### config.mk
export PLATFORM = sky130hd
export DESIGN_NAME = insn_queue
export DESIGN_NICKNAME = d
export VERILOG_FILES = /design/src/rtl/ooo_pkg.sv /design/src/rtl/insn_queue.sv
export SDC_FILE = /design/constraint.sdc
export NUM_CORES = 1
export LEC_CHECK = 0
export BUFFER_PORTS_ARGS = -buffer_cell sky130_fd_sc_hd__buf_2
export CAP_MARGIN = 20
export CORE_MARGIN = 2
export CORE_UTILIZATION = 30
export DETAILED_ROUTE_END_ITERATION = 10
export GPL_TIMING_DRIVEN = 0
export SLEW_MARGIN = 20
export SYNTH_ARGS = -nofsm -noshare
export SYNTH_HDL_FRONTEND = slang
export SYNTH_SLANG_ARGS = --single-unit
### constraint.sdc
create_clock -name clk -period 3.69 [get_ports clk]
set_input_delay 0.1845 -clock clk [delete_from_list [all_inputs] [get_ports clk]]
set_output_delay 0.1845 -clock clk [all_outputs]
set_load 0.005 [all_outputs]
### src/rtl/ooo_pkg.sv
// Shared widths and depths for the dispatch front end
// RISC-V major opcode and ROB operation class enums

package ooo_pkg;

    localparam int XLEN      = 32;
    localparam int REG_AW    = 5;
    localparam int NREGS     = 1 << REG_AW;
    localparam int TAG_W     = 3;
    localparam int ROB_DEPTH = 8;
    localparam int RS_DEPTH  = 4;
    localparam int RS_IW     = $clog2(RS_DEPTH);
    localparam int IQ_DEPTH  = 4;
    localparam int IQ_AW     = $clog2(IQ_DEPTH);

    // Major opcodes, bits [6:0] of the instruction word
    typedef enum logic [6:0] {
        OPCODE_OPIMM  = 7'b0010011,
        OPCODE_LUI    = 7'b0110111,
        OPCODE_AUIPC  = 7'b0010111,
        OPCODE_OP     = 7'b0110011,
        OPCODE_JAL    = 7'b1101111,
        OPCODE_JALR   = 7'b1100111,
        OPCODE_BRANCH = 7'b1100011,
        OPCODE_LOAD   = 7'b0000011,
        OPCODE_STORE  = 7'b0100011
    } opcode_t;

    typedef enum logic [1:0] {
        ROB_OP_INT = 2'd0,
        ROB_OP_BR  = 2'd1,
        ROB_OP_LD  = 2'd2,
        ROB_OP_ST  = 2'd3
    } rob_op_t;

endpackage

### src/rtl/insn_queue.sv
// Instruction queue
// Circular FIFO holding instruction word and address pairs

`timescale 1ns/1ps

module insn_queue import ooo_pkg::*; (
    input  logic            clk,
    input  logic            i_arst_n,
    input  logic            i_push,
    input  logic [XLEN-1:0] i_insn,
    input  logic [XLEN-1:0] i_iaddr,
    input  logic            i_pop,
    output logic            o_empty,
    output logic            o_full,
    output logic [XLEN-1:0] o_insn,
    output logic [XLEN-1:0] o_iaddr
);

    // Word and address kept side by side in one entry
    logic [2*XLEN-1:0] mem [IQ_DEPTH];
    logic [IQ_AW-1:0]  wptr;
    logic [IQ_AW-1:0]  rptr;
    logic [IQ_AW:0]    count;

    assign o_empty = (count == '0);
    assign o_full  = (count == (IQ_AW+1)'(IQ_DEPTH));

    // Head entry is visible without a read cycle
    assign {o_insn, o_iaddr} = mem[rptr];

    always_ff @(posedge clk or negedge i_arst_n) begin
        if (!i_arst_n) begin
            wptr  <= '0;
            rptr  <= '0;
            count <= '0;
        end else begin
            if (i_push) begin
                wptr <= wptr + 1'b1;
            end
            if (i_pop) begin
                rptr <= rptr + 1'b1;
            end
            if (i_push && !i_pop) begin
                count <= count + 1'b1;
            end else if (i_pop && !i_push) begin
                count <= count - 1'b1;
            end
        end
    end

    always_ff @(posedge clk) begin
        if (i_push) begin
            mem[wptr] <= {i_insn, i_iaddr};
        end
    end

    // Producer must honour o_full and dispatch must honour o_empty
    a_no_overflow: assert property (@(posedge clk) disable iff (!i_arst_n)
        !(i_push && o_full) && !(i_pop && o_empty));

endmodule

[Word-level counts from Yosys, hierarchy flattened]
Memory sizes are Yosys's and may differ from the RTL's.
Index checks and enable logic that the tools add are counted.
Word-level totals
  register bits after elaboration: 7
  bits in writable memories: 256
  output and inout port bits: 66
  word-level logic and storage cells: 19
  memories: 1
Memory list
  mem: depth 4, width 64, rd ports 1, clocked after memory_dff 0, wr ports 1, RTL line insn_queue.sv:20  | logic [2*XLEN-1:0] mem [IQ_DEPTH];
Cells by class
  add/subtract/negate cells: 4
  eq/ne operators: 1
  muxes and demuxes: 4
  reductions and logical operators: 6
Operator list (count)
  3-bit 2-to-1 mux: 2
  2-bit by 1-bit adder with 2-bit output (second input constant): 2
  3-bit by 1-bit adder with 3-bit output (second input constant): 1
  3-bit equality test (second input constant): 1
  3-bit logical NOT: 1
  3-bit by 1-bit subtractor with 3-bit output (second input constant): 1
  1-bit logical AND: 2
  1-bit logical NOT: 2
  1-bit 2-to-1 mux: 2
  2-bit nonzero test: 1

[Longest topological paths before layout]
  depth after elaboration: 4
  mapped depth: 7
  depth with buffers taken out: 7

[Worst setup path after synthesis]
Ideal clock, no wire load.
  path type: reg-to-reg
  start: register wptr[0]
  end: memory mem[2][0] in the netlist's numbering, enable pin
  arrival time: 2.121 ns
  required time: 3.261 ns
  setup slack: 1.141 ns
  cell stages (with the launch flop): 4
  path buffers: 0
  period minus slack after synthesis: 2.549 ns
  path through: dfrtp_1 -> inv_1 -> ha_1 -> and2_1
RTL lines
  from (decl): RTL line insn_queue.sv:21  | logic [IQ_AW-1:0] wptr;
  from (signal assigned): RTL line insn_queue.sv:38  | wptr <= wptr + 1'b1;
  to (decl): RTL line insn_queue.sv:20
Straight into the memory's write port.

[Worst setup path in the final report]
  start: register rptr[0]
  end: output o_insn[13]
On the way
  longest elaborated chain between the ends: 1
RTL lines
  from (decl): RTL line insn_queue.sv:22  | logic [IQ_AW-1:0] rptr;
  from (signal assigned): RTL line insn_queue.sv:41  | rptr <= rptr + 1'b1;
  memory read 4 x 64 bit
  to (decl): RTL line insn_queue.sv:15  | output logic [XLEN-1:0] o_insn,
Every way passes these cells.

==> impl_metrics.csv <==
group,metric,value,unit
run_status,status,"complete, no violations",
final_layout,n_antenna_cell,0,
pwr,p_per_area,742.8,nW/um2
timing,period_share,61.19,%
yosys,post_synth_xor_area_fraction,0.5460,%
hold_path,hp-class,"in2reg",
drt,firstDrtPassIters,4,
global_routing,grt_overflow_total,0,
timing,fin_setup_tns,0,ps
yosys,syn_nets,442,
drt,wirelength,18.45,mm
yosys,syn_area,9624,um2
yosys,synth_top_area_cell,"edfxtp_1",
floorplan,boundaryPins,134,
yosys,synth.avg_cell_area,26.15,um2
timing,drv_slew,0,
global_routing,grt_pass1_wl,28.50,mm
place,numPortBuffers,133,
final_layout,nets,677,
final_layout,syn_to_final_growth,29.24,%
floorplan,die_w,183.1,um
timing,timing.fmax,442.9,MHz
clock_tree,clk_pin_slew,60,ps
yosys,syn_inst,368,
critical_path,critPathLaunch,"rptr[0]$_DFFE_PN0P_",
timing,setup_viol,0,
drt,drc,0,
critical_path,worst_ep_required_time,3510,ps
critical_path,worstPathMaxFanout,10,
yosys,ys_seq_area_share,81.70,%
clock_tree,post_cts_buffers,0,
clock_tree,numCtsBuffers,28,
drt,vias,4601,
timing,grt_setup_unrepaired,"no",
global_routing,antenna_found_initial,0,
critical_path,r2r_start,"wptr[0]$_DFFE_PN0P_",
clock_tree,worstSkewPairLatency,530,ps
flow_run,cap_violations,0,
critical_path,worstRegToRegCells,4,
yosys,synth_top_family_by_area,"multiplexers",
clock_tree,root_buffer,"clkbuf_16",
yosys,ys_types,19,
global_routing,grt.total_usage,11.07,%
floorplan,core,31560,um2
clock_tree,clkSinkCount,263,
pwr,leakage,4.290,nW
drt,vias_per_cell,4.484,
drt,post_drt_wl_per_cell,17.99,um
timing,worst_pin_slew,658.3,ps
critical_path,crit_end,"o_insn[13]",
critical_path,crit_top_cell,"buf_6",
yosys,synthMuxAreaShare,15.09,%
timing,fin_crit,2258,ps
critical_path,cp-start-kind,"flop",
final_layout,regArea,7863,um2
final_layout,n_fill_cell,2841,
yosys,synthAdderAreaFrac,0.8580,%
floorplan,start_util,30.50,%
timing,slew-limit-headroom,56.11,%
floorplan,die_area,33530,um2
critical_path,path_class,"reg2out",
global_routing,grt_max_degree,36,
critical_path,cp_cell_sequence,"buf_6, buf_6, mux4_2, buf_2",
critical_path,path_buf_inv,3,
yosys,yosys_warnings,0,
critical_path,r2r_end,"mem[0][17]$_DFFE_PP_",
yosys,synth_compound_area_share,0.05200,%
critical_path,arrival,2070,ps
final_layout,drive_gt1_share,41.03,%
clock_tree,clockBufferDepth,3,
clock_tree,htreeDepth,1,
yosys,synthTopCellsByArea,"edfxtp_1, mux4_2, dfrtp_1, ha_1, buf_6",
final_layout,multi_input_area,1652,um2
global_routing,grt_pass1_vias,5125,
yosys,synth_simple_gate_area_share,0.5070,%
floorplan,row_count,65,
clock_tree,tritoncts,"done",
critical_path,slowest_delay,550,ps
drt,drt-initial-drc-count,276,
critical_path,crit_path_end_kind,"output port",
critical_path,rrSetupSlack,1850,ps
place,gp_congestion,0.6876,
critical_path,crit_cells,4,
drt,ant_nets,0,
critical_path,crit_family,"buffers and inverters",
timing,hold_viol_final,0,
yosys,synth_top_area_share,79.88,%
timing,finClkSkew,8.616,ps
floorplan,die_y,183.1,um
pwr,peakVddDrop,0.0003873,V
yosys,ys_seq_elements,263,
critical_path,cpMaxStageDelayCell,"mux4_2",
pwr,power,9.239,mW
place,dp_hpwl,11.58,mm
cell usage in the layout (no fill, tap or decap), types with 2 or more instances in the layout:
cell type      synthesis  routed
dfrtp_1                7       7
clkbuf_1               1      11
clkinv_2               0       4
clkbuf_16              0      29
buf_12                 0       4
and2_4                 0       4
dlygate4sd3_1          0      68
ha_1                   5       5
xor2_1                 4       4
edfxtp_1             256     256
inv_1                  4       4
mux4_2                64      64
clkinv_1               0       4
buf_2                  6     139
buf_4                  2       2
nand2_1                2       2
buf_6                  5       5
bufinv_16              0       2
xnor2_1                2       2
worst reg2reg max path, cell delays in order (launching register included):
cell and delay [ps]:
dfrtp_1 430, inv_1 110, ha_1 160, and2_4 470
buf_12 310
where the power goes:
part | leakage, nW | switching (mW) | internal, mW
clock | 0.424 | 1.07 | 1.58
combinational | 1.43 | 1.26 | 1.29
sequential | 2.43 | 0.141 | 3.91
total | 4.29 | 2.47 | 6.77
metal layers:
| metal | vias to the layer above | global-route usage (%) | wire [um] |
|---|---|---|---|
| li1 | 2054 | - | - |
| met1 | 2404 | 13.94 | 7877 |
| met2 | 105 | 19.44 | 9343 |
| met3 | 38 | 2.224 | 831 |
| met4 | 0 | 3.168 | 401 |
| met5 | - | 0 | 0 |
flip-flops by register name, summed over array words and instances (netlist names):
register and flops:
count 3, mem 256, rptr 2, wptr 2
logic make-up (layout without fill, tap and decap cells):
kind of cell | after synthesis | count (layout)
fa+ha+maj | 6 | 6
buf+inv | 18 | 274
flops | 263 | 263
xor+xnor | 6 | 6
simple gates | 9 | 9
mux | 65 | 65
compound gates | 1 | 1
timing repair:
item / in CTS / in global routing
endpoints found under the setup margin: 0 / 0
gates resized for setup: 0 / 0
hold buffers: 68 / 0
hold endpoints to repair: 267 / 0
worst min-delay path by stage:
stage	from	to	slack, ps	depth (start not counted)
2_1_floorplan	i_arst_n	count[0]$_DFFE_PN0P_	-110	0
3_3_place_gp	i_arst_n	count[2]$_DFFE_PN0P_	20	1
3_5_place_dp	i_arst_n	count[1]$_DFFE_PN0P_	40	1
4_1_cts	i_iaddr[5]	mem[0][5]$_DFFE_PP_	370	2
5_1_grt	i_insn[11]	mem[0][43]$_DFFE_PP_	380	2
6_report	i_insn[26]	mem[2][58]$_DFFE_PP_	400	2
synthesized netlist by cell type:
cell type,n
edfxtp_1,256
xor2_1,4
fa_1,1
inv_1,4
nand2_1,2
xnor2_1,2
nor3b_1,1
clkbuf_1,1
buf_2,6
nor3_1,1
dfrtp_1,7
mux2_2,1
nor2_1,1
buf_4,2
mux4_2,64
buf_6,5
and2_1,4
o21ai_0,1
ha_1,5
per-stage QoR:
stage	hold slack, ps	area, um2	utilization [%]	cells	setup slack, ps
2_1_floorplan	-111.1	9624	-	368	1141
3_3_place_gp	23.37	10790	34.20	903	-67.92
3_5_place_dp	36.33	10880	34.49	907	1815
4_1_cts	367.3	12440	39.42	1026	1314
5_1_grt	382.5	12440	39.42	1026	1283
6_report	401.4	12440	39.42	1026	1432
cell type report:
type | instances | area share, %
plain buffers | 14 | 0.8450
clock buffers | 39 | 6.136
clock inverters | 12 | 0.8953
inverters | 4 | 0.1207
multi-input cells | 87 | 13.28
flip-flops and latches | 263 | 63.21
well taps | 402 | 4.044
repair buffers | 205 | 11.47
(Power assumes the default switching activity.)
