File: src/rtl/ooo_pkg.sv
// Shared widths and depths for the dispatch front end
// RISC-V major opcode and ROB operation class enums

package ooo_pkg;

    localparam int XLEN      = 32;
    localparam int REG_AW    = 5;
    localparam int NREGS     = 1 << REG_AW;
    localparam int TAG_W     = 3;
    localparam int ROB_DEPTH = 8;
    localparam int RS_DEPTH  = 4;
    localparam int RS_IW     = $clog2(RS_DEPTH);
    localparam int IQ_DEPTH  = 4;
    localparam int IQ_AW     = $clog2(IQ_DEPTH);

    // Major opcodes, bits [6:0] of the instruction word
    typedef enum logic [6:0] {
        OPCODE_OPIMM  = 7'b0010011,
        OPCODE_LUI    = 7'b0110111,
        OPCODE_AUIPC  = 7'b0010111,
        OPCODE_OP     = 7'b0110011,
        OPCODE_JAL    = 7'b1101111,
        OPCODE_JALR   = 7'b1100111,
        OPCODE_BRANCH = 7'b1100011,
        OPCODE_LOAD   = 7'b0000011,
        OPCODE_STORE  = 7'b0100011
    } opcode_t;

    typedef enum logic [1:0] {
        ROB_OP_INT = 2'd0,
        ROB_OP_BR  = 2'd1,
        ROB_OP_LD  = 2'd2,
        ROB_OP_ST  = 2'd3
    } rob_op_t;

endpackage

File: src/rtl/ooo_ifs.sv
// Dispatch to ROB interface, allocation and operand lookup
// Dispatch to reservation station interface, entry write

`timescale 1ns/1ps

interface rob_dispatch_if import ooo_pkg::*; ();

    logic              en;
    rob_op_t           op;
    logic [XLEN-1:0]   iaddr;
    logic [REG_AW-1:0] rdest;
    logic [REG_AW-1:0] rsrc     [2];
    logic              stall;
    logic [TAG_W-1:0]  tag;
    // Lookup results for rsrc
    logic [TAG_W-1:0]  src_tag  [2];
    logic [XLEN-1:0]   src_data [2];
    logic              src_rdy  [2];

    modport disp (output en, op, iaddr, rdest, rsrc,
                  input  stall, tag, src_tag, src_data, src_rdy);
    modport rob  (input  en, op, iaddr, rdest, rsrc,
                  output stall, tag, src_tag, src_data, src_rdy);

endinterface


File: src/rtl/rob.sv
// Reorder buffer
// Register alias table, architectural register file, source lookup,
// CDB completion and in-order commit

`timescale 1ns/1ps

module rob import ooo_pkg::*; (
    input  logic              clk,
    input  logic              i_arst_n,
    rob_dispatch_if.rob       rob,
    input  logic              i_cdb_valid,
    input  logic [TAG_W-1:0]  i_cdb_tag,
    input  logic [XLEN-1:0]   i_cdb_data,
    output logic              o_commit_valid,
    output rob_op_t           o_commit_op,
    output logic [REG_AW-1:0] o_commit_rdest,
    output logic [XLEN-1:0]   o_commit_data,
    output logic [XLEN-1:0]   o_commit_iaddr
);

    // Entry array
    rob_op_t           ent_op    [ROB_DEPTH];
    logic [REG_AW-1:0] ent_rdest [ROB_DEPTH];
    logic [XLEN-1:0]   ent_iaddr [ROB_DEPTH];
    logic [XLEN-1:0]   ent_data  [ROB_DEPTH];
    logic              ent_done  [ROB_DEPTH];
    logic [TAG_W-1:0]  head;
    logic [TAG_W-1:0]  tail;
    logic [TAG_W:0]    count;

    // Alias table and register file
    logic              rat_busy [NREGS];
    logic [TAG_W-1:0]  rat_tag  [NREGS];
    logic [XLEN-1:0]   regfile  [NREGS];

    logic              commit;
    logic [TAG_W-1:0]  cdb_off;

    assign rob.stall = (count == (TAG_W+1)'(ROB_DEPTH));
    assign rob.tag   = tail;
    assign commit    = (count != '0) && ent_done[head];
    assign cdb_off   = i_cdb_tag - head;

    // Source lookup from current state only
    always_comb begin
        for (int i = 0; i < 2; i++) begin
            rob.src_tag[i] = rat_tag[rob.rsrc[i]];
            if (rob.rsrc[i] == '0 || !rat_busy[rob.rsrc[i]]) begin
                rob.src_data[i] = regfile[rob.rsrc[i]];
                rob.src_rdy[i]  = 1'b1;
            end else if (ent_done[rat_tag[rob.rsrc[i]]]) begin
                rob.src_data[i] = ent_data[rat_tag[rob.rsrc[i]]];
                rob.src_rdy[i]  = 1'b1;
            end else begin
                rob.src_data[i] = '0;
                rob.src_rdy[i]  = 1'b0;
            end
        end
    end

    always_ff @(posedge clk or negedge i_arst_n) begin
        if (!i_arst_n) begin
            head           <= '0;
            tail           <= '0;
            count          <= '0;
            o_commit_valid <= 1'b0;
            for (int e = 0; e < ROB_DEPTH; e++) begin
                ent_done[e] <= 1'b0;
            end
            for (int r = 0; r < NREGS; r++) begin
                rat_busy[r] <= 1'b0;
                regfile[r]  <= '0;
            end
        end else begin
            o_commit_valid <= commit;
            if (commit) begin
                head <= head + 1'b1;
                if (ent_rdest[head] != '0) begin
                    regfile[ent_rdest[head]] <= ent_data[head];
                end
                // A younger writer of the same register keeps its mapping
                if (rat_tag[ent_rdest[head]] == head) begin
                    rat_busy[ent_rdest[head]] <= 1'b0;
                end
            end
            // Allocation comes last so it wins over a same-edge commit clear
            if (rob.en) begin
                tail           <= tail + 1'b1;
                ent_done[tail] <= 1'b0;
                if (rob.rdest != '0) begin
                    rat_busy[rob.rdest] <= 1'b1;
                end
            end
            if (i_cdb_valid) begin
                ent_done[i_cdb_tag] <= 1'b1;
            end
            if (rob.en && !commit) begin
                count <= count + 1'b1;
            end else if (commit && !rob.en) begin
                count <= count - 1'b1;
            end
        end
    end

    always_ff @(posedge clk) begin
        if (rob.en) begin
            ent_op[tail]    <= rob.op;
            ent_rdest[tail] <= rob.rdest;
            ent_iaddr[tail] <= rob.iaddr;
            if (rob.rdest != '0) begin
                rat_tag[rob.rdest] <= tail;
            end
        end
        if (i_cdb_valid) begin
            ent_data[i_cdb_tag] <= i_cdb_data;
        end
        if (commit) begin
            o_commit_op    <= ent_op[head];
            o_commit_rdest <= ent_rdest[head];
            o_commit_data  <= ent_data[head];
            o_commit_iaddr <= ent_iaddr[head];
        end
    end

    // Results may only come back for tags that are in flight
    a_cdb_allocated: assert property (@(posedge clk) disable iff (!i_arst_n)
        i_cdb_valid |-> ((TAG_W+1)'(cdb_off) < count));

endmodule

File: src/flat_wrapper.sv
// flat-port wrapper written by rule: the top's interface ports become plain ports
module rob_flat import ooo_pkg::*;
  (clk, i_arst_n, i_cdb_valid, i_cdb_tag, i_cdb_data, o_commit_valid, o_commit_op, o_commit_rdest, o_commit_data, o_commit_iaddr, rob_en, rob_op, rob_iaddr, rob_rdest, rob_rsrc, rob_stall, rob_tag, rob_src_tag, rob_src_data, rob_src_rdy);
  rob_dispatch_if rob_i ();
  input  logic clk;
  input  logic i_arst_n;
  input  logic i_cdb_valid;
  input  logic [TAG_W-1:0] i_cdb_tag;
  input  logic [XLEN-1:0] i_cdb_data;
  output logic o_commit_valid;
  output rob_op_t o_commit_op;
  output logic [REG_AW-1:0] o_commit_rdest;
  output logic [XLEN-1:0] o_commit_data;
  output logic [XLEN-1:0] o_commit_iaddr;
  input wire logic [$bits(rob_i.en)-1:0] rob_en;
  input wire logic [$bits(rob_i.op)-1:0] rob_op;
  input wire logic [$bits(rob_i.iaddr)-1:0] rob_iaddr;
  input wire logic [$bits(rob_i.rdest)-1:0] rob_rdest;
  input wire logic [$bits(rob_i.rsrc)-1:0] rob_rsrc;
  output wire logic [$bits(rob_i.stall)-1:0] rob_stall;
  output wire logic [$bits(rob_i.tag)-1:0] rob_tag;
  output wire logic [$bits(rob_i.src_tag)-1:0] rob_src_tag;
  output wire logic [$bits(rob_i.src_data)-1:0] rob_src_data;
  output wire logic [$bits(rob_i.src_rdy)-1:0] rob_src_rdy;
  assign rob_i.en = rob_en;
  assign rob_i.op = rob_op;
  assign rob_i.iaddr = rob_iaddr;
  assign rob_i.rdest = rob_rdest;
  assign rob_i.rsrc = {>>{rob_rsrc}};
  assign rob_stall = rob_i.stall;
  assign rob_tag = rob_i.tag;
  assign rob_src_tag = {>>{rob_i.src_tag}};
  assign rob_src_data = {>>{rob_i.src_data}};
  assign rob_src_rdy = {>>{rob_i.src_rdy}};
  rob u_core (.clk(clk), .i_arst_n(i_arst_n), .rob(rob_i), .i_cdb_valid(i_cdb_valid), .i_cdb_tag(i_cdb_tag), .i_cdb_data(i_cdb_data), .o_commit_valid(o_commit_valid), .o_commit_op(o_commit_op), .o_commit_rdest(o_commit_rdest), .o_commit_data(o_commit_data), .o_commit_iaddr(o_commit_iaddr));
endmodule
File: config.mk
export PLATFORM = sky130hd
export DESIGN_NAME = rob_flat
export DESIGN_NICKNAME = d
export VERILOG_FILES = /design/src/rtl/ooo_pkg.sv /design/src/rtl/ooo_ifs.sv /design/src/rtl/rob.sv /design/src/flat_wrapper.sv
export SDC_FILE = /design/constraint.sdc
export NUM_CORES = 2
export LEC_CHECK = 0
export BUFFER_PORTS_ARGS = -buffer_cell sky130_fd_sc_hd__clkbuf_2
export CORE_ASPECT_RATIO = 1.5
export CORE_MARGIN = 2
export CORE_UTILIZATION = 25
export CTS_CLUSTER_DIAMETER = 200
export DETAILED_ROUTE_END_ITERATION = 7
export GPL_ROUTABILITY_DRIVEN = 0
export MAX_ROUTING_LAYER = met4
export SKIP_CTS_REPAIR_TIMING = 1
export SYNTH_ARGS = -nofsm -noshare
export SYNTH_HDL_FRONTEND = slang
export SYNTH_SLANG_ARGS = --single-unit
File: constraint.sdc
create_clock -name clk -period 9.15 [get_ports clk]
set_clock_uncertainty 0.2 [all_clocks]
set_input_delay 0 -clock clk [delete_from_list [all_inputs] [get_ports clk]]
set_output_delay 0 -clock clk [all_outputs]
set_load 0.005 [all_outputs]
-- After elaboration in Yosys (flattened, before gate mapping)
Memories as Yosys holds them, arrays and structs flattened. A register that Yosys moved wholly into a read port is not among the register bits.
Index checks and enable logic that the tools add are counted.
- flip-flop bits (word level): 1112
- RAM bits: 664
- input bits: 88
- output and inout port bits: 148
- logic and storage cells: 192
- memories kept: 5
- add/sub/neg operators: 4
- magnitude comparators: 13
- equality and inequality tests: 2
- muxes and demuxes: 55
- bitwise operators: 15
- reduce and logical (&&, ||, !) cells: 20
- memories (name ; depth ; bits a word ; read ports ; clocked after memory_dff ; wr ports ; RTL line ; RTL):
    u_core.ent_data ; 8 ; 32 ; 3 ; 0 ; 1 ; rob.sv:25 ; logic [XLEN-1:0] ent_data [ROB_DEPTH];
    u_core.ent_iaddr ; 8 ; 32 ; 1 ; 1 ; 1 ; rob.sv:24 ; logic [XLEN-1:0] ent_iaddr [ROB_DEPTH];
    u_core.rat_tag ; 32 ; 3 ; 3 ; 0 ; 1 ; rob.sv:33 ; logic [TAG_W-1:0] rat_tag [NREGS];
    u_core.ent_rdest ; 8 ; 5 ; 1 ; 0 ; 1 ; rob.sv:23 ; logic [REG_AW-1:0] ent_rdest [ROB_DEPTH];
    u_core.ent_op ; 8 ; 2 ; 1 ; 1 ; 1 ; rob.sv:22 ; rob_op_t ent_op [ROB_DEPTH];
- operators by type and width (cell ; number):
    $bwmux 1024 ; 1
    $mux 32 ; 13
    $bmux 32 s5 ; 2
    $demux 32 s5 ; 1
    $and 32x32->32 ; 1
    $not 32->32 ; 1
    $or 32x32->32 ; 1
    $mux 1 ; 25
    $ge 6x6->1 const B ; 4
    $not 5->6 ; 4
    $ge 4x4->1 const B ; 5
    $not 3->4 ; 5
    $mux 8 ; 2
    $lt 6x1->1 const B ; 2
    $bmux 1 s5 ; 2
    $demux 1 s5 ; 2
    $logic_not 5->1 ; 2
    $reduce_bool 5->1 ; 2
    $bmux 1 s3 ; 3
    $and 8x8->8 ; 1
    $lt 4x1->1 const B ; 2
    $mux 4 ; 2
    $not 8->8 ; 1
    $or 8x8->8 ; 1
    12 further kinds ; 24

-- Longest topological paths before layout
An unclocked memory read counts as a cell.
- word-level depth: 13
- depth in mapped cells: 15
- depth with buffers taken out: 12

-- Worst setup path before layout
Ideal clock, no wire load.
- kind: flip-flop to flip-flop
- from: reg u_core.head[0]
- to: reg u_core.count[3]
- library setup time: 125 ps
- data arrival time: 6087 ps
- data required time: 8825 ps
- setup slack: 2738 ps
- cell stages (with the launch flop): 16
- path buffers: 3
- clock period less this slack: 6412 ps
- path through: dfrtp_1 buf_4 buf_6 buf_2 mux4_2 mux2i_1 nor2_1 inv_1 ha_1 inv_1 ha_1 a21o_1 a21oi_1 xnor2_1 nor2_1 xor2_1
- word-level cells in the longest chain between the ends: 8
- elaborated cells on any way between the ends: 10
- classes of those cells: mux: 4; bitwise: 1; reduce/logical: 5
- RTL lines (element ; RTL line ; RTL):
    start: declaration ; rob.sv:27 ; logic [TAG_W-1:0] head;
    start signal: assignment ; rob.sv:77 ; head <= head + 1'b1;
    $not 3->4 (implied by the code) * ; rob.sv:41 ; assign commit = (count != '0) && ent_done[head];
    $bmux 1 s3 * ; rob.sv:41 ;
    $mux 1 (implied by the code) * (2 in a row) ; rob.sv:41 ;
    $logic_and 1x1->1 * ; rob.sv:41 ;
    net u_core.commit ; rob.sv:36 ; logic commit;
    $logic_not 1->1 ; rob.sv:97 ; if (rob.en && !commit) begin
    $logic_and 1x1->1 ; rob.sv:97 ;
    $mux 4 / $reduce_bool 2->1 (equally long branches) ; -- ;
    end signal: assignment ; rob.sv:98 ; count <= count + 1'b1;
    end signal: assignment ; rob.sv:100 ; count <= count - 1'b1;
    end: declaration ; rob.sv:29 ; logic [TAG_W:0] count;
The timed path passes the listed nets; every way through them passes the cells marked *. The select of a mux whose other input is x is not followed.
A chain may end at the register's enable or synchronous reset.

==> impl_metrics.toml <==
[finish]
area.growth.synth_to_final_pct = 15.2
multi_input_area_sq_um = 37300
drive_above_1_share_pct = 24.8
final_common_cell = "dfrtp_1"
final_cell_mix = "1071 x dfrtp_1, 972 x nor2_1, 897 x a21oi_1"
register_area_sq_um = 49000
nNetsFinal = 6892
fillers = 35332

[critical_path]
cp.arrival_ps = 6080
regToRegStartpoint = "u_core.head[2]"
cp-end-kind = "output pin"
crit_family = "buffers and inverters"
max_stage_delay_ps = 870
path_max_fanout = 56
rr_worst_depth = 9
cp_data_required_time_ps = 8950
worst-setup-path-type = "flop to output pin"
cp-start-kind = "flop"
startpoint = "u_core.rat_tag[14][1]"
r2r_slack_ps = 3420
slowest_stage = "o21ai_1"
critical_path_buf_inv_count = 4
cp_num_cells = 12
crit_end = "rob_src_data[46]"
crit_chain = "mux4_2 -> mux4_2 -> mux2i_4 -> buf_4 -> inv_4 -> buf_4 -> nand2_1 -> a32oi_1 -> and3_2 -> nand4_1 -> o21ai_1 -> clkbuf_2"
r2r_end = "u_core.regfile[531]"

[grt]
grt_max_degree = 191
grt_antenna_before_repair = 11
grt-ovfl-total = 0
track_usage_pct = 16.4
grt_pass1_wl_mm = 424
grt_pass1_vias = 61591

[sta]
setup_tns_ps = 0
drv_slew = 0
setup_viol = 0
worst_pin_slew_ps = 1350
hold_viol_final = 0
rsz0062_at_grt = "false"
max-slew-margin-rel_pct = 10.3
period_minus_slack_ps = 6280
fin_crit_sh_pct = 68.6
max_freq_mhz = 159
setup_slack_ps = 2870

[die]
start_util_pct = 25.1
rows = 267
fp.dieH_um = 732
ios = 236
fp.dieW_um = 490
dieArea_sq_um = 359000
core_area_sq_um = 352000

[yosys]
synth_area_sq_um = 88400
synth-seq-cells = 1809
synth.distinct_cells = 58
synth_top_area_share_pct = 30.4
ys_warn_count = 0
synth_area_per_cell_sq_um = 13.1
ys_seq_area_share_pct = 55.4
yosysTopAreaCell = "dfrtp_1"
synthArstFlopShare_pct = 59.4
synth_ff_type = "dfrtp_1"
syn_inst = 6763
synth_area_leaders = "dfrtp_1 30%, edfxtp_1 25%, mux4_2 22%, a21oi_1 5.1%, nor2_1 4.2%"
synth_edf_count = 735

[clock_tree]
cts_sinks = 1809
cts_made_buffers = 162
htree_levels = 4
insertion_delay_ps = 870
root_buffer = "clkbuf_16"
cts_max_path_buffers = 4
cts.clk_slew.worst_paths_ps = 70
cts_tree = "built"

[status]
status = "completed"

[detailed_routing]
vias = 61561
drtIter0Drc = 7444
routed_wl_mm = 294
drc = 0
routedWlPerCell_um = 25.2
first_pass_iters = 7
vias_per_cell = 5.29
drtAntennaViolNets = 0

[placement]
hpwlAfterDp_mm = 182
place_ws_ps = 3600
portBuffers = 235

[power]
ir_drop_v = 0.000315
leakagePower_nw = 37.8
p_per_area_nw_per_um2 = 336
finalPower_mw = 34.2

[flow_run]
cap_violations = 0

[min_path]
hp-start = "rob_rdest[0]"
hold_path_class = "input port to flop"
synthesized netlist by cell type (4+ instances only):
cell	count
a2111oi_0	8
a211oi_1	8
a21oi_1	897
a221oi_1	12
a31oi_1	21
a32oi_1	66
a41oi_1	10
and3_1	18
buf_1	73
buf_2	166
buf_4	8
buf_6	14
clkbuf_1	403
dfrtp_1	1074
edfxtp_1	735
ha_1	5
inv_1	48
inv_2	5
mux2_2	112
mux2i_1	133
mux4_2	860
nand2_1	585
nand2b_1	11
nand3_1	151
nand4_1	66
nor2_1	998
nor2_2	17
nor2b_1	9
nor3_1	24
nor4_1	6
o21ai_0	118
o21ai_1	58
o41ai_1	4
xnor2_1	6
xor2_1	4
sequential cells by signal (all words and copies together), names as in the netlist:
| name | flops |
|---|---|
| u_core.regfile | 1024 |
| u_core.head | 3 |
| u_core.ent_data | 256 |
| u_core.ent_op | 16 |
| u_core.ent_done | 8 |
| u_core.ent_iaddr | 256 |
| u_core.rat_tag | 96 |
| u_core.rat_busy | 31 |
| u_core.o_commit_data | 32 |
| u_core.o_commit_iaddr | 32 |
| u_core.ent_rdest | 40 |
| u_core.o_commit_valid | 1 |
| u_core.rob.tag | 3 |
| u_core.o_commit_op | 2 |
| u_core.o_commit_rdest | 5 |
| u_core.count | 4 |
routing by layer:
layer / GRT usage (%) / vias to the layer above / wire [um] / part of all wire, %
li1: - / 25352 / - / -
met1: 18.5 / 31790 / 105000 / 36
met2: 27.0 / 3436 / 146000 / 50
met3: 3.12 / 983 / 24200 / 8.2
met4: 9.45 / 0 / 19400 / 6.6
met5: - / - / 0 / 0
power by group:
part / switching, mW / internal, mW / total (mW)
sequential: 1.95 / 11.3 / 13.3
clock: 3.20 / 4.09 / 7.29
combinational: 8.14 / 5.52 / 13.7
total: 13.3 / 20.9 / 34.2
kinds of logic after synthesis:
group                      share of synthesized area (%)
AOI/OAI and AO/OA                                   7.41
muxes                                               24.9
other                                            0.00424
buffers and inverters                               3.44
xor gates and xnor gates                          0.0990
adders and majority gates                         0.0934
DFF                                                 55.4
and+or+nand+nor                                     8.70
metrics by stage:
step / cell area [sq um] / hold slack, ps / utilization, % / instances
global route: 102000 / 8.85 / 28.9 / 11631
global placement: 94900 / -74.2 / 26.9 / 11193
CTS: 100000 / -914 / 28.5 / 11474
detailed placement: 94900 / -50.9 / 26.9 / 11193
finish: 102000 / 4.93 / 28.9 / 11632
floorplan: 88400 / -496 / - / 6765
layout make-up:
type                            count  area share, %
Antenna cell                       10         0.0246
Clock inverter                     76          0.997
Multi-Input combinational cell   4238           36.6
Timing Repair Buffer              534           3.98
Inverter                           53          0.200
Sequential cell                  1809           48.0
Tap cell                         4707           5.78
Clock buffer                      205           4.38
how the worst min path moves through the flow:
stage                     cells after the start                endpoint
after detailed placement                      1     u_core.regfile[851]
after global placement                        1     u_core.regfile[851]
after floorplan                               0         u_core.count[0]
after CTS                                     1     u_core.regfile[851]
final                                         2  u_core.ent_rdest[1][0]
after global routing                          2  u_core.ent_rdest[1][0]
(Power assumes the default switching activity.)
