$ cat config.mk
export PLATFORM = sky130hd
export DESIGN_NAME = dispatch_flat
export DESIGN_NICKNAME = d
export VERILOG_FILES = /design/src/rtl/ooo_pkg.sv /design/src/rtl/ooo_ifs.sv /design/src/rtl/dispatch.sv /design/src/flat_wrapper.sv
export SDC_FILE = /design/constraint.sdc
export NUM_CORES = 1
export LEC_CHECK = 0
export BUFFER_PORTS_ARGS = -buffer_cell sky130_fd_sc_hd__buf_4
export CORE_AREA = 2 2 131 133
export DETAILED_ROUTE_END_ITERATION = 16
export DIE_AREA = 0 0 133 135
export GPL_ROUTABILITY_DRIVEN = 0
export SLEW_MARGIN = 10
export SYNTH_ARGS = -nofsm -noshare
export SYNTH_HDL_FRONTEND = slang
export SYNTH_SLANG_ARGS = --single-unit
$ cat constraint.sdc
create_clock -name vclk -period 1.43
set_input_delay 0.429 -clock vclk [all_inputs]
set_output_delay 0.429 -clock vclk [all_outputs]
set_load 0.1 [all_outputs]
$ cat src/rtl/ooo_pkg.sv
// Shared widths and depths for the dispatch front end
// RISC-V major opcode and ROB operation class enums

package ooo_pkg;

    localparam int XLEN      = 32;
    localparam int REG_AW    = 5;
    localparam int NREGS     = 1 << REG_AW;
    localparam int TAG_W     = 3;
    localparam int ROB_DEPTH = 8;
    localparam int RS_DEPTH  = 4;
    localparam int RS_IW     = $clog2(RS_DEPTH);
    localparam int IQ_DEPTH  = 4;
    localparam int IQ_AW     = $clog2(IQ_DEPTH);

    // Major opcodes, bits [6:0] of the instruction word
    typedef enum logic [6:0] {
        OPCODE_OPIMM  = 7'b0010011,
        OPCODE_LUI    = 7'b0110111,
        OPCODE_AUIPC  = 7'b0010111,
        OPCODE_OP     = 7'b0110011,
        OPCODE_JAL    = 7'b1101111,
        OPCODE_JALR   = 7'b1100111,
        OPCODE_BRANCH = 7'b1100011,
        OPCODE_LOAD   = 7'b0000011,
        OPCODE_STORE  = 7'b0100011
    } opcode_t;

    typedef enum logic [1:0] {
        ROB_OP_INT = 2'd0,
        ROB_OP_BR  = 2'd1,
        ROB_OP_LD  = 2'd2,
        ROB_OP_ST  = 2'd3
    } rob_op_t;

endpackage

$ cat src/rtl/ooo_ifs.sv
// Dispatch to ROB interface, allocation and operand lookup
// Dispatch to reservation station interface, entry write

`timescale 1ns/1ps

interface rob_dispatch_if import ooo_pkg::*; ();

    logic              en;
    rob_op_t           op;
    logic [XLEN-1:0]   iaddr;
    logic [REG_AW-1:0] rdest;
    logic [REG_AW-1:0] rsrc     [2];
    logic              stall;
    logic [TAG_W-1:0]  tag;
    // Lookup results for rsrc
    logic [TAG_W-1:0]  src_tag  [2];
    logic [XLEN-1:0]   src_data [2];
    logic              src_rdy  [2];

    modport disp (output en, op, iaddr, rdest, rsrc,
                  input  stall, tag, src_tag, src_data, src_rdy);
    modport rob  (input  en, op, iaddr, rdest, rsrc,
                  output stall, tag, src_tag, src_data, src_rdy);

endinterface

interface rs_dispatch_if import ooo_pkg::*; ();

    logic             en;
    opcode_t          opcode;
    logic [XLEN-1:0]  iaddr;
    logic [XLEN-1:0]  insn;
    logic [TAG_W-1:0] src_tag  [2];
    logic [XLEN-1:0]  src_data [2];
    logic             src_rdy  [2];
    logic [TAG_W-1:0] dst_tag;
    logic             stall;

    modport disp (output en, opcode, iaddr, insn, src_tag, src_data, src_rdy, dst_tag,
                  input  stall);
    modport rs   (input  en, opcode, iaddr, insn, src_tag, src_data, src_rdy, dst_tag,
                  output stall);

endinterface

$ cat src/rtl/dispatch.sv
// Dispatch stage
// Decodes the head instruction, applies operand readiness per opcode
// and allocates ROB and reservation station entries together

`timescale 1ns/1ps

module dispatch import ooo_pkg::*; (
    input  logic            i_empty,
    input  logic [XLEN-1:0] i_insn,
    input  logic [XLEN-1:0] i_iaddr,
    output logic            o_pop,
    rob_dispatch_if.disp    rob,
    rs_dispatch_if.disp     rs
);

    logic [6:0]        opcode;
    logic [REG_AW-1:0] rdest;
    logic              use_lookup [2];
    logic              enable;

    assign opcode      = i_insn[6:0];
    assign rdest       = i_insn[11:7];
    assign rob.rsrc[0] = i_insn[19:15];
    assign rob.rsrc[1] = i_insn[24:20];

    // Both sides allocate in the same cycle, so either one can hold dispatch
    assign enable = !i_empty && !rob.stall && !rs.stall;
    assign o_pop  = enable;
    assign rob.en = enable;
    assign rs.en  = enable;

    assign rob.iaddr  = i_iaddr;
    assign rs.iaddr   = i_iaddr;
    assign rs.insn    = i_insn;
    assign rs.dst_tag = rob.tag;

    // Operands not read by the opcode are forced ready
    always_comb begin
        rs.opcode     = opcode_t'(opcode);
        use_lookup[0] = 1'b0;
        use_lookup[1] = 1'b0;
        rob.op        = ROB_OP_INT;
        rob.rdest     = rdest;
        case (opcode)
            OPCODE_OPIMM:  use_lookup[0] = 1'b1;
            OPCODE_LUI, OPCODE_AUIPC: ;
            OPCODE_OP: begin
                use_lookup[0] = 1'b1;
                use_lookup[1] = 1'b1;
            end
            OPCODE_JAL:    rob.op = ROB_OP_BR;
            OPCODE_JALR: begin
                use_lookup[0] = 1'b1;
                rob.op        = ROB_OP_BR;
            end
            OPCODE_BRANCH: begin
                use_lookup[0] = 1'b1;
                use_lookup[1] = 1'b1;
                rob.op        = ROB_OP_BR;
                rob.rdest     = '0;
            end
            OPCODE_LOAD: begin
                use_lookup[0] = 1'b1;
                rob.op        = ROB_OP_LD;
            end
            OPCODE_STORE: begin
                use_lookup[0] = 1'b1;
                use_lookup[1] = 1'b1;
                rob.op        = ROB_OP_ST;
                rob.rdest     = '0;
            end
            default: begin
                // unknown opcodes travel as a no-op immediate
                rs.opcode = OPCODE_OPIMM;
                rob.rdest = '0;
            end
        endcase
    end

    for (genvar i = 0; i < 2; i++) begin : g_src
        assign rs.src_tag[i]  = rob.src_tag[i];
        assign rs.src_data[i] = rob.src_data[i];
        assign rs.src_rdy[i]  = use_lookup[i] ? rob.src_rdy[i] : 1'b1;
    end

endmodule

$ cat src/flat_wrapper.sv
// flat-port wrapper written by rule: the top's interface ports become plain ports
module dispatch_flat import ooo_pkg::*;
  (i_empty, i_insn, i_iaddr, o_pop, rob_en, rob_op, rob_iaddr, rob_rdest, rob_rsrc, rob_stall, rob_tag, rob_src_tag, rob_src_data, rob_src_rdy, rs_en, rs_opcode, rs_iaddr, rs_insn, rs_src_tag, rs_src_data, rs_src_rdy, rs_dst_tag, rs_stall);
  rob_dispatch_if rob_i ();
  rs_dispatch_if rs_i ();
  input  logic i_empty;
  input  logic [XLEN-1:0] i_insn;
  input  logic [XLEN-1:0] i_iaddr;
  output logic o_pop;
  output wire logic [$bits(rob_i.en)-1:0] rob_en;
  output wire logic [$bits(rob_i.op)-1:0] rob_op;
  output wire logic [$bits(rob_i.iaddr)-1:0] rob_iaddr;
  output wire logic [$bits(rob_i.rdest)-1:0] rob_rdest;
  output wire logic [$bits(rob_i.rsrc)-1:0] rob_rsrc;
  input wire logic [$bits(rob_i.stall)-1:0] rob_stall;
  input wire logic [$bits(rob_i.tag)-1:0] rob_tag;
  input wire logic [$bits(rob_i.src_tag)-1:0] rob_src_tag;
  input wire logic [$bits(rob_i.src_data)-1:0] rob_src_data;
  input wire logic [$bits(rob_i.src_rdy)-1:0] rob_src_rdy;
  output wire logic [$bits(rs_i.en)-1:0] rs_en;
  output wire logic [$bits(rs_i.opcode)-1:0] rs_opcode;
  output wire logic [$bits(rs_i.iaddr)-1:0] rs_iaddr;
  output wire logic [$bits(rs_i.insn)-1:0] rs_insn;
  output wire logic [$bits(rs_i.src_tag)-1:0] rs_src_tag;
  output wire logic [$bits(rs_i.src_data)-1:0] rs_src_data;
  output wire logic [$bits(rs_i.src_rdy)-1:0] rs_src_rdy;
  output wire logic [$bits(rs_i.dst_tag)-1:0] rs_dst_tag;
  input wire logic [$bits(rs_i.stall)-1:0] rs_stall;
  assign rob_en = rob_i.en;
  assign rob_op = rob_i.op;
  assign rob_iaddr = rob_i.iaddr;
  assign rob_rdest = rob_i.rdest;
  assign rob_rsrc = {>>{rob_i.rsrc}};
  assign rob_i.stall = rob_stall;
  assign rob_i.tag = rob_tag;
  assign rob_i.src_tag = {>>{rob_src_tag}};
  assign rob_i.src_data = {>>{rob_src_data}};
  assign rob_i.src_rdy = {>>{rob_src_rdy}};
  assign rs_en = rs_i.en;
  assign rs_opcode = rs_i.opcode;
  assign rs_iaddr = rs_i.iaddr;
  assign rs_insn = rs_i.insn;
  assign rs_src_tag = {>>{rs_i.src_tag}};
  assign rs_src_data = {>>{rs_i.src_data}};
  assign rs_src_rdy = {>>{rs_i.src_rdy}};
  assign rs_dst_tag = rs_i.dst_tag;
  assign rs_i.stall = rs_stall;
  dispatch u_core (.i_empty(i_empty), .i_insn(i_insn), .i_iaddr(i_iaddr), .o_pop(o_pop), .rob(rob_i), .rs(rs_i));
endmodule
* Word-level counts from Yosys, hierarchy flattened
Cells that the tools add are included.
** Cells by class
- Reductions and logical operators :: 10
- Mux-type cells :: 7
- Equal/unequal tests :: 9
** Operators by type and width (count)
- $eq A7 B6 Y1 const B :: 3
- $eq A7 B7 Y1 const B :: 3
- $eq A7 B5 Y1 const B :: 2
- $reduce_or A9 Y1 :: 1
- $eq A7 B2 Y1 const B :: 1
- $mux W7 :: 1
- $reduce_or A7 Y1 :: 1
- $pmux W2 S3 :: 1
- $reduce_or A3 Y1 :: 2
- $reduce_or A6 Y1 :: 1
- $mux W5 :: 1
- $mux W1 :: 4
- $logic_not A1 Y1 :: 3
- $logic_and A1 B1 Y1 :: 2
** Word-level totals
- Input bits :: 142
- Output and inout bits :: 198
- Flip-flop bits (word level) :: 0
- Logic and storage cells :: 26

* Depth between registers and ports, before layout
Gate-level depths: netlist of run 1.
- Word-level depth :: 4
- Mapped depth :: 3
- Mapped depth without buffers :: 3

* Worst setup path before layout of run 1
Ideal clock, no wire load.
- Path kind :: input -> output
- Start :: input port rob_stall
- End :: output port rob_en
- Setup slack :: -2.200 ns
- Required time :: 1.001 ns
- Stages on the path :: 2
- Path buffers :: 1
- Arrival :: 3.201 ns
- Path through :: nor3_1 > buf_4
** Between the ends
- Cells in the longest elaborated chain, start to end :: 3
** Ends and longest elaborated chain
- start, declared :: line flat_wrapper.sv:15 : input wire logic [$bits(rob_i.stall)-1:0] rob_stall;
- $logic_not A1 Y1 :: line dispatch.sv:27 : assign enable = !i_empty && !rob.stall && !rs.stall;
- $logic_and A1 B1 Y1 (2 in a row) :: line dispatch.sv:27
- end, declared :: line flat_wrapper.sv:10 : output wire logic [$bits(rob_i.en)-1:0] rob_en;
Every way passes these cells.

* Worst setup path after layout of run 1
- Start :: input port i_insn[3]
- End :: output port rs_opcode[4]
** Between the ends
- Cells in the longest elaborated chain, start to end :: 3
- Elaborated cells on any way between the ends :: 11
- Classes of those cells :: eq/ne: 9; mux: 1; reduce/logical: 1
** Ends and longest elaborated chain
- start, declared :: line flat_wrapper.sv:7 : input logic [XLEN-1:0] i_insn;
- $eq A7 B6 Y1, or another cell as far along :: line dispatch.sv:44 : case (opcode)
- $reduce_or A9 Y1 (no source line) (*)
- $mux W7 (*) :: line dispatch.sv:44
- end, declared :: line flat_wrapper.sv:21 : output wire logic [$bits(rs_i.opcode)-1:0] rs_opcode;
Mark *: on every way between the ends. The rest lies on a longest branch, timed or not.

==> results of run 1 <==
## worst paths after layout
check                            end  cells after the start
worst max-delay path    rs_opcode[4]                      6
worst min-delay path  rs_src_data[0]                      0
## power by group
part	total, W	internal (W)	switching, W
clock	0	0	0
sequential	0	0	0
combinational	0.000497	0.000170	0.000327
## repair_timing
item                                    4_1_cts  5_1_grt
resized for setup                            64        6
buffers inserted                              9        1
endpoints found under the setup margin       19       17
hold buffers                                  0        0
pin swaps                                     7        4
cloned                                        0        0
## logic make-up (layout without fill, tap and decap cells)
family	after synthesis	after routing	share of synthesized area (%)
other	1	2	0.2366
AND/OR/NAND/NOR	24	24	9.075
buffers and inverters	185	67	87.14
AO/OA/AOI/OAI	7	7	3.551
## layer usage
layer	vias to the layer above	part of all wire, %
li1	255	-
met1	270	19
met2	159	47
met3	77	23
met4	2	10
met5	-	0.89
## worst max-delay path, delay by kind of cell
family	cells	cell delay (ns)
AOI/OAI and AO/OA	1	0.33
buffers and inverters	3	0.39
and+or+nand+nor	2	0.25
## area by class of cell
cell class,count,area [µm²]
tap,220,275.3
fill,1895,14980
inverter,2,7.507
multi-input combinational,33,387.9
timing repair buffer,65,759.5
## metrics by stage
step | setup TNS (ns) | worst slack [ns] | power (W) | instances
finish | -5.289 | -0.4092 | 0.0004969 | 320
global route | -6.060 | -0.4627 | 0.0005161 | 320
CTS | -5.471 | -0.4588 | 0.0004987 | 320
detailed placement | -8.008 | -0.6746 | 0.0004374 | 314
global placement | -7.870 | -0.6535 | 0.0004362 | 314
floorplan | -8.413 | -0.6781 | 0.002529 | 218
## synthesized netlist by cell type, drive strengths merged
master / number
buf: 183
nor2b: 5
nor3: 5
nand2: 4
a211oi: 2
inv: 2
nand2b: 2
nand3b: 2
nor3b: 2
a211o: 1
a21oi: 1
a2bb2oi: 1
and4bb: 1
conb: 1
nand3: 1
nand4: 1
nor2: 1
o21ai: 1
o21bai: 1
==> metrics.txt, run 1 <==
final setup violation count 16; # diodes 0; NumNets Final 244; Hold Path Origin rob_src_data[0]; YS warnings 0; num sequential 0; Reg area 0 µm²; crit path from i_insn[3]; count of input and output buffers 46; vias in the first global route around 870; Final Instance Area 1430 µm²; first-pass GRT wire length 6734 µm; RSZ-0062 raised after global routing yes; CP arrival around 1.4 ns; CP Class in -> out; critical-path maximum fanout 5; Hold WS 0.8580 ns; Die X around 130 µm; GRT overflow 0; final hold vios 0; Final HPWL DP approximately 4600 µm; count of standard-cell rows 47; I/O Pins 340; gr busiest metal met2; max-cap check violation count 0; Hold Path Class in -> out; synthesized area per cell 7.305 µm²; Crit. End Element primary output; final WL 5301 µm; die height ~140 µm; drt first-iter violations 20; clock buffer count 0; top cell type's share of synthesized area 86.66%; Mapped Area approximately 1600 µm²; die area 17960 µm²; Setup crit start kind input pin; most frequent cells in the layout buf_4 (34), buf_12 (16), buf_6 (11); final critical-path share of the clock period 128.6%; Initial Util 9.662%; Routed WL per cell about 17 µm; outcome finished, violations left; GR met1 Demand/Resource 3.143%; worst IR drop on VDD between 70 and 80 µV; commonest non-fill, non-tap cell in the layout buf_4; final worst path period need around 1.8 ns; Mapped Cells 217; main area contributors after synthesis buf_4 (87%), nor2b_1 (1.6%), nor3_1 (1.6%); DRT antenna net count 0; largest net degree at the start of global routing 8; core area about 16000 µm²; pwr/cell area ~350 nW/µm²; largest area contributor in the netlist buf_4; share of post-route cells with drive strength above 1 87.00%; CP cell instances buf_8 > buf_6 > nand2b_4 > nand4_1 > a211o_4 > buf_12; DR DRC count 0; crit-path max cell delay 0.33 ns; Area Overhead vs Synth -9.787%; sequential area share after synthesis 0%; met3 usage 4.730%; Slew Viols, Final 0; initial antenna violation count 0; met2 global-route usage 9.182%; Final Core Density 8.717%; average vias per placed instance 2.384; worst path required time 1.00 ns; routed via count 763; Post-Place Cell Area 1100 µm²; Netlist cell types 20; PnR worst setup slack -0.4092 ns; Max Fclk 543.7 MHz; Leakage between 0.5 and 0.6 nW; drt first pass iters 4; Tot GR Track Use under 10%; Slowest-stage cell, CP a211o_4; failing checks negative setup slack
Power figures use the tool's default switching activity.
==> run 2, diff against run 1 <==
Settings changed: CORE_AREA 2 2 131 133 to 2 2 133 135, DIE_AREA 0 0 133 135 to 0 0 135 137.
Clock period 1.43 ns to 1.6 ns, I/O delays scaled along.
==> metrics.txt, run 2 (synthesis gave the netlist of run 1 again) <==
share of post-route cells with drive strength above 1 90.38% (was 87.00%); average vias per placed instance 2.419 (was 2.384); Crit. End Element primary output (unchanged); PnR worst setup slack -0.3075 ns (was -0.4092 ns); crit-path max cell delay 0.27 ns (was 0.33 ns); DRT antenna net count 0 (unchanged); Tot GR Track Use 4.545% (was 5.360%); critical-path maximum fanout 7 (was 5); Reg power frac 0% (about the same); Hold Path Class in -> out (unchanged); Pwr Total 0.0004597 W (was 0.0004969 W); count of input and output buffers 46 (unchanged); max-cap check violation count 0 (unchanged); CP most frequent cell buf_12; Sw Ratio 64.78% (was 65.83%); Net Switching 0.0002978 W (was 0.0003271 W); Leakage 0.5824 nW (was 0.5531 nW); fill count 1970 (was 1895); Min-Delay Path Depth 0 (unchanged); # diodes 0 (unchanged); Setup crit start kind input pin (unchanged); final hold vios 0 (unchanged); CP arrival 1.43 ns (was 1.41 ns); critical path's top delay family buffers and inverters (unchanged); CP Class in -> out (unchanged); first-pass GRT wire length 6009 µm (was 6734 µm); initial antenna violation count 0 (unchanged); Reg area 0 µm² (unchanged); Hold Path End rs_insn[27] (was rs_src_data[0]); Routed WL per cell 14.34 µm (was 16.57 µm); final critical-path share of the clock period 119.2%; drt first pass iters 2 (was 4); Max Fclk ~520 MHz; Slowest-stage cell, CP a211o_4 (unchanged); combinational share of power 100.0% (about the same); gr busiest metal met2 (unchanged); Placement Setup Slack -0.5050 ns (was -0.6746 ns); buffers and inverters on the worst path 3 (unchanged); met2 global-route usage 7.332% (was 9.182%); RSZ-0062 raised after global routing yes (unchanged); Area Overhead vs Synth -5.052% (was -9.787%); count of standard-cell rows 48 (was 47); Hold WS 0.9600 ns (was 0.8580 ns); Final Core Density 8.825% (was 8.717%); pwr/cell area 305.4 nW/µm² (was 347.4 nW/µm²); Final HPWL DP 3924 µm (was 4555 µm); met3 usage 4.444% (was 4.730%); NumNets Final 248 (was 244); most frequent cells in the layout buf_4 (41), buf_12 (18), nor2b_4 (5), buf_8 (5), buf_6 (5) (was buf_4 (34), buf_12 (16), buf_6 (11)); CP cell instances buf_12 > nand2b_4 > nand4_1 > buf_4 > a211o_4 > buf_12 (was buf_8 > buf_6 > nand2b_4 > nand4_1 > a211o_4 > buf_12); clock network power share 0% (about the same); final worst path period need approximately 1.9 ns; Multi-input gate area 412.9 µm² (was 387.9 µm²); drt first-iter violations 22 (was 20); final WL 4718 µm (was 5301 µm); Die X 135 µm (was 133 µm); DR DRC count 0 (unchanged); I/O Pins 340 (unchanged); outcome finished, violations left (unchanged); die height 137 µm (was 135 µm); Slew Viols, Final 0 (unchanged); Internal 0.0001619 W (was 0.0001698 W); clock buffer count 0 (unchanged); GR met1 Demand/Resource 2.436% (was 3.143%); vias in the first global route 896 (was 874); largest net degree at the start of global routing 8 (unchanged); Hold Path Origin i_insn[27] (was rob_src_data[0]); Post-Place Cell Area 1131 µm² (was 1100 µm²); num sequential 0 (unchanged); GRT overflow 0 (unchanged); Initial Util 9.294% (was 9.662%); die area 18500 µm² (was 17960 µm²); routed via count 796 (was 763); worst path required time 1.12 ns (was 1.00 ns); core area 17060 µm² (was 16410 µm²); Final Instance Area 1505 µm² (was 1430 µm²); worst IR drop on VDD 155.1 µV (was 77.19 µV); failing checks negative setup slack (unchanged); final setup violation count 17 (was 16); commonest non-fill, non-tap cell in the layout buf_4 (unchanged)
## run 2: stage by stage
step | TNS, ns | std cells
after floorplan | -7.325 | 218
after global placement | -5.621 | 319
after detailed placement | -5.849 | 319
after CTS | -4.002 | 327
after global routing | -4.377 | 329
final | -3.744 | 329
## run 2: what timing repair did
action                                  CTS  global route
buffers inserted                         10             2
resized for setup                        61            11
hold buffers                              0             0
pin swaps                                10             7
endpoints found under the setup margin   17            17
## run 2: area by class of cell
type                       instances  share of cell area [%]
timing repair buffer              69                   53.12
inverter                           2                  0.7481
tap                              225                   18.70
multi-input combinational         33                   27.43
## run 2: power by group through the flow
stage	clock [W]	combinational (W)	sequential, W
floorplan	0	0.00226	0
global placement	0	0.000390	0
detailed placement	0	0.000391	0
CTS	0	0.000450	0
global route	0	0.000478	0
finish	0	0.000460	0
## run 2: metal layers
metal / part of all wire, % / up-vias
li1: - / 261
met1: 20 / 315
met2: 43 / 154
met3: 25 / 66
met4: 12 / 0
met5: 0 / -
## run 2: worst max-delay path by stage
| stage | startpoint | end | slack (ns) | cells after the start |
|---|---|---|---|---|
| finish | i_insn[6] | rs_opcode[4] | -0.31 | 6 |
| global route | i_insn[2] | rs_opcode[4] | -0.34 | 6 |
| CTS | i_insn[4] | rs_opcode[6] | -0.33 | 5 |
| detailed placement | i_insn[1] | rob_rdest[2] | -0.51 | 5 |
| global placement | i_insn[1] | rob_rdest[4] | -0.48 | 5 |
| floorplan | i_insn[4] | rs_opcode[6] | -0.61 | 2 |
